`config.mk`:
```
export PLATFORM = sky130hd
export DESIGN_NAME = oversampler_top
export DESIGN_NICKNAME = d
export VERILOG_FILES = /design/src/design/oversampler_pkg.sv /design/src/design/oversampler_top.sv /design/src/design/phase_fsm.sv /design/src/design/link_monitor.sv /design/src/design/phase_picker.sv /design/src/design/sample_front.sv
export SDC_FILE = /design/constraint.sdc
export NUM_CORES = 1
export LEC_CHECK = 0
export ABC_AREA = 0
export BUFFER_PORTS_ARGS = -buffer_cell sky130_fd_sc_hd__buf_2
export CAP_MARGIN = 20
export CORE_MARGIN = 1
export CORE_UTILIZATION = 51
export CTS_CLUSTER_SIZE = 25
export DETAILED_ROUTE_END_ITERATION = 10
export GPL_ROUTABILITY_DRIVEN = 0
export PLACE_DENSITY = 0.74
export SYNTH_ARGS = -nofsm -noshare
export SYNTH_HDL_FRONTEND = slang
export SYNTH_SLANG_ARGS = --single-unit
```
`constraint.sdc`:
```
create_clock -name fastclock -period 1.7 [get_ports fastclock]
set_clock_uncertainty 0.15 [all_clocks]
set_input_delay 0.085 -clock fastclock [delete_from_list [all_inputs] [get_ports fastclock]]
set_output_delay 0.085 -clock fastclock [all_outputs]
set_load 0.05 [all_outputs]
```
`src/design/oversampler_pkg.sv`:
```
// oversampler package
// sample, edge and phase-select types, the phase state encoding
// and the front-end bundle shared by the phase-picking core

`default_nettype none

package oversampler_pkg;

  // ------------------------------------------------
  // widths
  // ------------------------------------------------

  // one cycle of samples, index = half*4 + phase
  // 0..3 falling-bit window, 4..7 rising-bit window
  typedef logic [7:0] sample_vec_t;

  // bit k set when a transition falls between phase k and k+1
  typedef logic [3:0] edge_vec_t;

  typedef logic [1:0] phase_sel_t;  // phase-select code, gray ordered

  // ------------------------------------------------
  // phase state machine
  // ------------------------------------------------

  // state value doubles as the phase-select code
  typedef enum logic [1:0] {
    sm_00 = 2'd0,
    sm_01 = 2'd1,
    sm_10 = 2'd2,
    sm_11 = 2'd3
  } phase_state_e;

  // ------------------------------------------------
  // front end output
  // ------------------------------------------------

  typedef struct packed {
    sample_vec_t samples;  // true-value samples (id)
    edge_vec_t   edges;    // adjacent-phase edge flags (eq4)
  } front_out_t;

  // even samples come from the complementary leg
  localparam sample_vec_t EVEN_INVERT_MASK = 8'h55;

  localparam int DEFAULT_CNT_W = 8;  // counter and threshold width

endpackage

`default_nettype wire
```
`src/design/oversampler_top.sv`:
```
// oversampler phase-picking core
// front end, phase picker, link monitor and phase FSM on one clock

`default_nettype none

module oversampler_top
  import oversampler_pkg::*;
#(
  parameter int CNT_W = DEFAULT_CNT_W  // counter and threshold width
) (
  input  logic             fastclock,
  input  logic             rst_n,
  input  sample_vec_t      rx_samples,
  input  logic             invert,
  input  logic [CNT_W-1:0] stable_to_reset,
  input  logic [CNT_W-1:0] err_to_shift,
  output phase_sel_t       phase_sel_out,
  output logic             phase_err,
  output logic             d0,
  output logic             d1
);

  front_out_t front;          // restored samples and edge flags
  logic       vote_to_shift;

  // ------------------------------------------------
  // datapath
  // ------------------------------------------------

  sample_front i_sample_front (
    .fastclock  (fastclock),
    .rst_n      (rst_n),
    .rx_samples (rx_samples),
    .front      (front)
  );

  phase_picker i_phase_picker (
    .fastclock (fastclock),
    .rst_n     (rst_n),
    .front     (front),
    .phase_sel (phase_sel_out),
    .invert    (invert),
    .phase_err (phase_err),
    .d0        (d0),
    .d1        (d1)
  );

  // ------------------------------------------------
  // phase control loop
  // ------------------------------------------------

  link_monitor #(
    .CNT_W (CNT_W)
  ) i_link_monitor (
    .fastclock       (fastclock),
    .rst_n           (rst_n),
    .phase_err       (phase_err),
    .phase_sel       (phase_sel_out),
    .stable_to_reset (stable_to_reset),
    .err_to_shift    (err_to_shift),
    .vote_to_shift   (vote_to_shift)
  );

  phase_fsm i_phase_fsm (
    .fastclock     (fastclock),
    .rst_n         (rst_n),
    .front         (front),
    .vote_to_shift (vote_to_shift),
    .phase_sel     (phase_sel_out)
  );

endmodule

`default_nettype wire

```
`src/design/phase_fsm.sv`:
```
// phase selection FSM
// on each vote steps the sample phase away from the detected edges

`default_nettype none

module phase_fsm
  import oversampler_pkg::*;
(
  input  logic       fastclock,
  input  logic       rst_n,
  input  front_out_t front,
  input  logic       vote_to_shift,
  output phase_sel_t phase_sel
);

  phase_state_e state;
  phase_state_e state_next;
  edge_vec_t    edges;

  assign edges = front.edges;  // samples unused here

  // ------------------------------------------------
  // transition table
  // ------------------------------------------------

  always_comb begin
    state_next = state;  // hold unless an edge crowds us
    case (state)
      sm_00: begin
        if (edges[0])      state_next = sm_10;
        else if (edges[3]) state_next = sm_01;
      end
      sm_01: begin
        if (edges[1])      state_next = sm_00;
        else if (edges[0]) state_next = sm_11;
      end
      sm_11: begin
        if (edges[2])      state_next = sm_01;
        else if (edges[1]) state_next = sm_10;
      end
      sm_10: begin
        if (edges[3])      state_next = sm_11;
        else if (edges[2]) state_next = sm_00;
      end
      default: state_next = sm_00;
    endcase
  end

  always_ff @(posedge fastclock) begin
    if (!rst_n) begin
      state <= sm_00;
    end else if (vote_to_shift) begin  // only move when the monitor agrees
      state <= state_next;
    end
  end

  assign phase_sel = phase_sel_t'(state);  // state code is the select code

  // no vote, no move
  a_hold_without_vote : assert property (
    @(posedge fastclock) disable iff (!rst_n)
    !vote_to_shift |=> (state == $past(state))
  );

endmodule

`default_nettype wire

```
`src/design/link_monitor.sv`:
```
// link monitor
// hysteresis on phase errors: a long clean run forgets old errors,
// enough errors without one raises the vote to shift phase

`default_nettype none

module link_monitor
  import oversampler_pkg::*;
#(
  parameter int CNT_W = DEFAULT_CNT_W
) (
  input  logic             fastclock,
  input  logic             rst_n,
  input  logic             phase_err,
  input  phase_sel_t       phase_sel,
  input  logic [CNT_W-1:0] stable_to_reset,
  input  logic [CNT_W-1:0] err_to_shift,
  output logic             vote_to_shift
);

  logic [CNT_W-1:0] stable_count;  // clean cycles since last error
  logic [CNT_W-1:0] err_count;     // errors since link was last stable
  logic             link_stable;
  phase_sel_t       phase_sel_last;
  logic             phase_moved;

  assign phase_moved = (phase_sel_last != phase_sel);

  // ------------------------------------------------
  // stable-run counter
  // ------------------------------------------------

  always_ff @(posedge fastclock) begin
    if (!rst_n) begin
      stable_count <= '0;
      link_stable  <= 1'b0;
    end else begin
      if (phase_err) begin
        stable_count <= '0;                   // any error restarts the run
      end else if (stable_count < stable_to_reset) begin
        stable_count <= stable_count + 1'b1;
      end
      link_stable <= (stable_count == stable_to_reset);
    end
  end

  // ------------------------------------------------
  // error counter and vote
  // ------------------------------------------------

  always_ff @(posedge fastclock) begin
    if (!rst_n) begin
      err_count      <= '0;
      vote_to_shift  <= 1'b0;
      phase_sel_last <= '0;
    end else begin
      phase_sel_last <= phase_sel;            // lets us see a move one cycle late
      if (link_stable || phase_moved) begin
        err_count <= '0;                      // fresh count after each move
      end else if (phase_err && (err_count < err_to_shift)) begin
        err_count <= err_count + 1'b1;        // saturates at threshold
      end
      vote_to_shift <= (err_count == err_to_shift);
    end
  end

  // saturation holds across the whole run, including after phase moves
  a_err_count_bounded : assert property (
    @(posedge fastclock) disable iff (!rst_n)
    $past(rst_n) |-> (err_count <= err_to_shift)
  );

endmodule

`default_nettype wire

```
`src/design/phase_picker.sv`:
```
// phase picker
// chooses the sample pair for the current phase, applies output
// polarity and raises a phase error when an edge hugs that phase

`default_nettype none

module phase_picker
  import oversampler_pkg::*;
(
  input  logic       fastclock,
  input  logic       rst_n,
  input  front_out_t front,
  input  phase_sel_t phase_sel,
  input  logic       invert,
  output logic       phase_err,
  output logic       d0,
  output logic       d1
);

  logic [3:0] err_term;      // per-phase error, indexed by phase
  logic [1:0] phase_idx;     // sample phase picked by the code
  logic [2:0] rise_idx;      // same phase in the rising window
  logic       rising_next;
  logic       falling_next;
  logic       rising;
  logic       falling;

  // ------------------------------------------------
  // selection
  // ------------------------------------------------

  // phase j is unsafe when an edge sits on either side of it
  always_comb begin
    for (int j = 0; j < 4; j++) begin
      err_term[j] = front.edges[j] || front.edges[(j + 3) % 4];
    end
  end

  always_comb begin
    case (phase_sel)
      2'd0:    phase_idx = 2'd0;
      2'd1:    phase_idx = 2'd1;
      2'd3:    phase_idx = 2'd2;  // gray order, 3 before 2
      default: phase_idx = 2'd3;
    endcase
  end

  assign rise_idx     = {1'b1, phase_idx};                      // j + 4
  assign falling_next = front.samples[phase_idx] ^ invert;
  assign rising_next  = front.samples[rise_idx] ^ invert;

  // ------------------------------------------------
  // output registers
  // ------------------------------------------------

  always_ff @(posedge fastclock) begin
    if (!rst_n) begin
      phase_err <= 1'b0;
    end else begin
      phase_err <= err_term[phase_idx];
    end
  end

  always_ff @(posedge fastclock) begin
    rising  <= rising_next;   // recovered bits, no reset
    falling <= falling_next;
  end

  always_ff @(posedge fastclock) begin
    if (!rst_n) begin
      d0 <= 1'b0;
      d1 <= 1'b0;
    end else begin
      d0 <= rising;
      d1 <= falling;
    end
  end

  // outputs must be quiet right after reset hits, whatever sits in the pipe
  a_quiet_after_reset : assert property (
    @(posedge fastclock) !rst_n |=> (!d0 && !d1)
  );

endmodule

`default_nettype wire

```
`src/design/sample_front.sv`:
```
// sample front end
// registers the raw oversampled vector, restores the even samples
// and flags data edges between neighbouring phases

`default_nettype none

module sample_front
  import oversampler_pkg::*;
(
  input  logic        fastclock,
  input  logic        rst_n,
  input  sample_vec_t rx_samples,
  output front_out_t  front
);

  sample_vec_t ii;   // raw samples, one cycle after the pins
  sample_vec_t id;   // true-value samples
  edge_vec_t   eq4;  // edge flags built from raw neighbours

  // ------------------------------------------------
  // input register
  // ------------------------------------------------

  always_ff @(posedge fastclock) begin
    if (!rst_n) begin
      ii <= '0;
    end else begin
      ii <= rx_samples;
    end
  end

  // ------------------------------------------------
  // un-inversion and edge detection
  // ------------------------------------------------

  assign id = ii ^ EVEN_INVERT_MASK;  // flip the even legs back

  // neighbours sit on opposite legs, so equal raw bits mean the data moved
  always_comb begin
    eq4[0] = (ii[0] == ii[1]) || (ii[4] == ii[5]);
    eq4[1] = (ii[1] == ii[2]) || (ii[5] == ii[6]);
    eq4[2] = (ii[2] == ii[3]) || (ii[6] == ii[7]);
    // wrap from last phase of previous cycle, held as true value in front
    eq4[3] = (ii[3] == ii[4]) || (front.samples[7] == ii[0]);
  end

  always_ff @(posedge fastclock) begin
    if (!rst_n) begin
      front <= '0;
    end else begin
      front.samples <= id;
      front.edges   <= eq4;
    end
  end

  // front carries exactly the restored copy of the raw register one cycle on
  a_front_uninvert : assert property (
    @(posedge fastclock) disable iff (!rst_n)
    $past(rst_n) |-> (front.samples == ($past(ii) ^ EVEN_INVERT_MASK))
  );

endmodule

`default_nettype wire

```
; ---- After elaboration in Yosys (flattened, before gate mapping)
; Cells that the tools add are included.
[totals]
reg_bits = 47
in_bits = 27
output_inout_bits = 5
word_cells = 73
[classes]
add_sub_neg = 2
order_cmp = 5
eq_ne = 18
n_mux = 16
bitwise_logic = 4
n_reduce_logical = 14
[op_table]
columns = operator, count
row1 = $add A8 B1 Y8 const B, 2
row2 = $eq A8 B8 Y1, 2
row3 = $lt A8 B8 Y1, 2
row4 = $mux W2, 8
row5 = $ne A3 B3 Y1 const B, 4
row6 = $logic_or A1 B1 Y1, 9
row7 = $eq A1 B1 Y1, 8
row8 = $pmux W2 S4, 1
row9 = $bmux W1 S2, 3
row10 = $pmux W2 S3, 1
row11 = $reduce_and A5 Y1, 1
row12 = $eq A2 B2 Y1 const B, 2
row13 = $lt A2 B4 Y1 const B, 1
row14 = $lt A3 B4 Y1 const B, 1
row15 = $not A4 Y4, 1
row16 = $reduce_or A2 Y1, 2
row17 = $lt A2 B3 Y1 const B, 1
row18 = $mux W1, 3
row19 = $eq A2 B1 Y1 const B, 1
row20 = $logic_not A2 Y1, 1
row21 = $ne A2 B2 Y1, 1
row22 = $xor A1 B1 Y1, 2
row23 = $logic_and A1 B1 Y1, 1
row24 = $not A1 Y1, 1

; ---- Depth between registers and ports, before layout
[logic_depth]
word_depth = 5
depth_mapped = 8
mapped_depth_nobuf = 7

; ---- Cells and area by module
; From an unflattened synthesis, not the netlist that was laid out.
[unflattened]
cells_unflattened = 243
hier_area_um2 = 2359.8
[modules_own_cells]
columns = module, instances, cells_per_inst, area_per_inst_um2, seq_area_each_um2
row1 = link_monitor, 1, 157, 1308.8, 400.4
row2 = sample_front, 1, 50, 619.3, 400.4
row3 = phase_picker, 1, 19, 254.0, 100.1
row4 = phase_fsm, 1, 17, 177.7, 40.0

; ---- Worst setup path after synthesis
; OpenSTA, ideal clock, no wires.
[synth_timing]
kind = reg2reg
from = register i_phase_fsm.state[0] (netlist: i_phase_fsm.phase_sel[0])
to = register i_phase_picker.falling
setup_time_ns = 0.117
t_arrival_ns = 1.957
required_time_ns = 1.433
path_slack_ns = -0.524
path_stages_with_launch = 5
path_buffers = 0
period_less_slack_ns = 2.224
path_cell_list = dfxtp_1 > inv_1 > ha_1 > mux4_2 > xor2_1
[synth_via]
elab_chain_cells = 5
elab_cells_between_ends = 7
classes_between = eq/ne: 2 / mux: 3 / bitwise: 1 / reduce/logical: 1
[synth_lines]
columns = element, line
row1 = start: declaration, phase_fsm.sv:16  ; phase_state_e state;
row2 = start signal: assignment, phase_fsm.sv:51  ; state <= sm_00;
row3 = start signal: assignment, phase_fsm.sv:53  ; state <= state_next;
row4 = "$eq A2 B2 Y1, or another cell as far along", phase_picker.sv:40  ; case (phase_sel)
row5 = $pmux W2 S3 *, phase_picker.sv:40
row6 = $bmux W1 S2 *, phase_picker.sv:49  ; assign falling_next = front.samples[phase_idx] ^ invert;
row7 = $mux W1 (not written as such) *, phase_picker.sv:49
row8 = $xor A1 B1 Y1 *, phase_picker.sv:49
row9 = named net i_phase_picker.falling_next, phase_picker.sv:24  ; logic falling_next;
row10 = end signal: assignment, phase_picker.sv:66  ; falling <= falling_next;
row11 = end: declaration, phase_picker.sv:26  ; logic falling;
; Mark *: on every way through the listed nets, which the timed path passes. The rest lies on a longest branch. The select of a mux whose other input is x is not followed.
; A chain may end at the register's enable or synchronous reset.

; ---- Worst setup path in the final report
[layout_timing]
from = register i_link_monitor.err_count[5]
to = register i_link_monitor.err_count[5]
[layout_via]
elab_chain_cells = 2
elab_cells_between_ends = 3
classes_between = add/sub: 1 / order compare: 1 / reduce/logical: 1
[layout_lines]
columns = element, line
row1 = start: declaration, link_monitor.sv:22  ; logic [CNT_W-1:0] err_count;
row2 = start signal: assignment, link_monitor.sv:61  ; err_count <= err_count + 1'b1;
row3 = $lt A8 B8 Y1, link_monitor.sv:60  ; end else if (phase_err && (err_count < err_to_shift)) begin
row4 = $logic_and A1 B1 Y1, link_monitor.sv:60
; Several ways; a longest one is shown, not always the timed one.

==> flow_summary.toml <==
[floorplanning]
pin_count = 32
die_w_um = 70.4
core_um2 = 4410
floorplan.rows = 24
die_h_um = 70.4
initial_core_util = 0.541
die_area_um2 = 4960

[sta]
rsz0062_at_grt = "yes"
setup_violations = 15
fin_crit_sh = 1.09
worst_hold_slack_ns = 0.0669
hold_viol_final = 0
max_clock_freq_mhz = 539
max_slew.worst_pin.slew_ns = 0.457
slew-limit-headroom = 0.694
final-max-slew-violation-count = 0
min_period_ns = 1.86
fin_ws_ns = -0.155

[clock_tree]
ctsHtreeMaxLevel = 2
cts.reportedPaths.clkPinSlew_ns = 0.09
clock-sinks = 47
cts_inserted_buffers = 5
tritoncts = "built"
clk_path_buf_depth = 2
clockRootBuffer = "clkbuf_8"
worst_skew_pair.late_latency_ns = 0.31

[detailed_routing]
vias_per_cell = 5.56
drt_first_pass_iters = 4
routed_wirelength_normalized_by_instance_count_um = 15.1
drtAntennaViolNets = 0
drt_drc_violations_left = 0
initialDrtViolationCount = 79
num_vias = 2170
route.final.wire_length_mm = 5.89

[synthesis]
synth_seq_area_share = 0.394
synth.largest_area_cell = "dfxtp_1"
synth.most_common_cell = "dfxtp_1"
postSynthAreaPerCell_um2 = 9.47
total_number_of_yosys_warnings = 0
ys_ff_latch = 47
synth_edf_count = 0
synth.top_cells.by_count = "dfxtp_1, ha_1, inv_1"
ys_dominant_reg_cell = "dfxtp_1"
post_synth_num_cell_types = 42
postSynthCellCount = 252
cell_types_occupying_the_most_area_after_synthesis = "dfxtp_1, ha_1, and2_1, a21oi_1, xor2_1"
syn-num-nets = 302
synthDominantCellAreaShare = 0.394
mappedNetlistArea_um2 = 2390
async_flop_share = 0

[setup_path]
worst_path_max_delay_cell = "dfxtp_2"
endpoint_kind = "flip-flop"
ff2ff_setup_slack_ns = -0.16
timing.critical_path.arrival_ns = 1.95
worst_path_largest_cell_delay_ns = 0.35
startpoint_type = "flip-flop"
timing.critical_path.cells = "ha_4 -> a21oi_4 -> o2111a_2 -> nand4_1 -> or3_1 -> a21oi_1"
critPathKind = "reg2reg"
required_ns = 1.79
cp_max_fo = 4

[final_layout]
finalNetCount = 387
area_growth_syn_to_layout_pct = 46.9
post_route_cells_drive_above_1_share = 0.456
final-instance-count-excl-fill = 390
ff_latch_area_um2 = 963
n_antenna_cell = 0
final_util = 0.794
footprint_of_the_multi_input_gates_um2 = 1710
fill_cell_count = 283

[power]
static_power_due_to_leakage_nw = 1.45
powerDensity_nw_per_um2 = 641
max-vdd-ir-drop_mv = 0.892
totalPowerFinal_w = 0.00225

[global_routing]
grt_pass1_wl_mm = 9.18
global_route_congestion_overflow_total = 0
grt_antenna_before_repair = 0
grt_use_total = 0.234
pin_count_of_the_biggest_net_entering_global_routing = 24
first_global_vias = 2051

[place]
dpl.hpwl_mm = 3.28
place.detailed.instances = 357
i_o_buffers = 31

[outcome]
failed_checks = "setup timing"
run_status = "finished, violations left"

[run]
drv.max_cap_violation_count = 0

[worst_hold_path]
timing.hold.worst.class = "in2reg"
kinds of logic after synthesis:
kind of cell	share of synthesized area
AND/OR/NAND/NOR	0.203
AO/OA/AOI/OAI	0.165
flip-flops	0.394
buffers and inverters	0.0493
adder cells (fa/ha/maj)	0.121
XOR/XNOR	0.0440
multiplexers	0.0231
final timing paths:
check                                                  from                           to  cells past startpoint
worst max register to register  i_link_monitor.err_count[5]  i_link_monitor.err_count[5]                      6
worst min register to register       i_phase_picker.falling            i_phase_picker.d1                      1
worst min-delay path                     stable_to_reset[0]   i_link_monitor.link_stable                      4
worst max-delay path            i_link_monitor.err_count[5]  i_link_monitor.err_count[5]                      6
metrics by stage:
stage / instance area [um^2] / setup WS, ns / TNS (ns)
final: 3500 / -0.155 / -1.22
after global routing: 3500 / -0.181 / -1.93
after CTS: 3330 / -0.0891 / -0.699
after detailed placement: 2890 / -0.154 / -1.23
after global placement: 2890 / -0.113 / -0.863
after floorplan: 2490 / -0.0356 / -0.132
power breakdown:
group	leakage (nW)	internal [W]	switching [W]
Sequential	0.394	0.00115	0.0000350
Clock	0.0474	0.000332	0.000392
Combinational	1.01	0.000173	0.000168
layout make-up:
class	count	area share
repair buffers	82	0.164
clock inverters	2	0.00464
multi-input cells	178	0.488
well taps	52	0.0186
inverters	23	0.0261
flip-flops and latches	47	0.275
clock buffers	6	0.0236
repair_timing:
| item | CTS | global route |
|---|---|---|
| resized for setup | 26 | 41 |
| setup endpoints to repair | 15 | 19 |
| hold buffers | 10 | 0 |
| pin swaps | 23 | 17 |
| setup buffers | 10 | 3 |
| hold endpoints to repair | 15 | 0 |
| gates cloned | 2 | 0 |
registers in the layout (all words and copies together), names as in the netlist:
name,cells
i_link_monitor.link_stable,1
i_phase_fsm.phase_sel,2
i_link_monitor.stable_count,8
i_link_monitor.vote_to_shift,1
i_phase_picker.rising,1
i_phase_picker.phase_err,1
i_phase_picker.d0,1
i_phase_picker.d1,1
i_link_monitor.phase_sel_last,2
i_sample_front.front,12
i_sample_front.ii,8
i_link_monitor.err_count,8
i_phase_picker.falling,1
per-layer routing:
layer,track usage,up-vias,routed length [um]
li1,-,1069,-
met1,0.283,1041,2640
met2,0.387,46,2940
met3,0.0635,14,181
met4,0.102,0,127
met5,0,-,0
layout by cell type, fill, tap and decap left out, types with 3 or more instances in the layout:
cell and count:
and2_1 21, inv_1 21, nand4_1 8, nand2b_1 3, o31ai_1 4, dfxtp_1 33, nand3_1 6, o21ai_1 5
a21oi_4 9, a21boi_0 4, nor3_1 4, nor2b_1 4, a21oi_2 7, a21oi_1 7, nand2_1 6, xor2_1 10
buf_6 3, buf_2 31, clkbuf_8 6, nand2_2 4, ha_4 11, dfxtp_2 12, ha_1 8, or3_1 6
o211ai_1 4, ha_2 4, or4_1 3, or4_4 3, dlygate4sd3_1 10, o21ai_0 4, buf_4 38
critical path, delay by kind of cell, from the launching register on:
kind            cells  cell delay (ns)
flops               1             0.35
compound gates      3             0.60
simple gates        2             0.46
fa+ha+maj           1             0.23
Note: power is estimated with default switching activity, not from simulation.
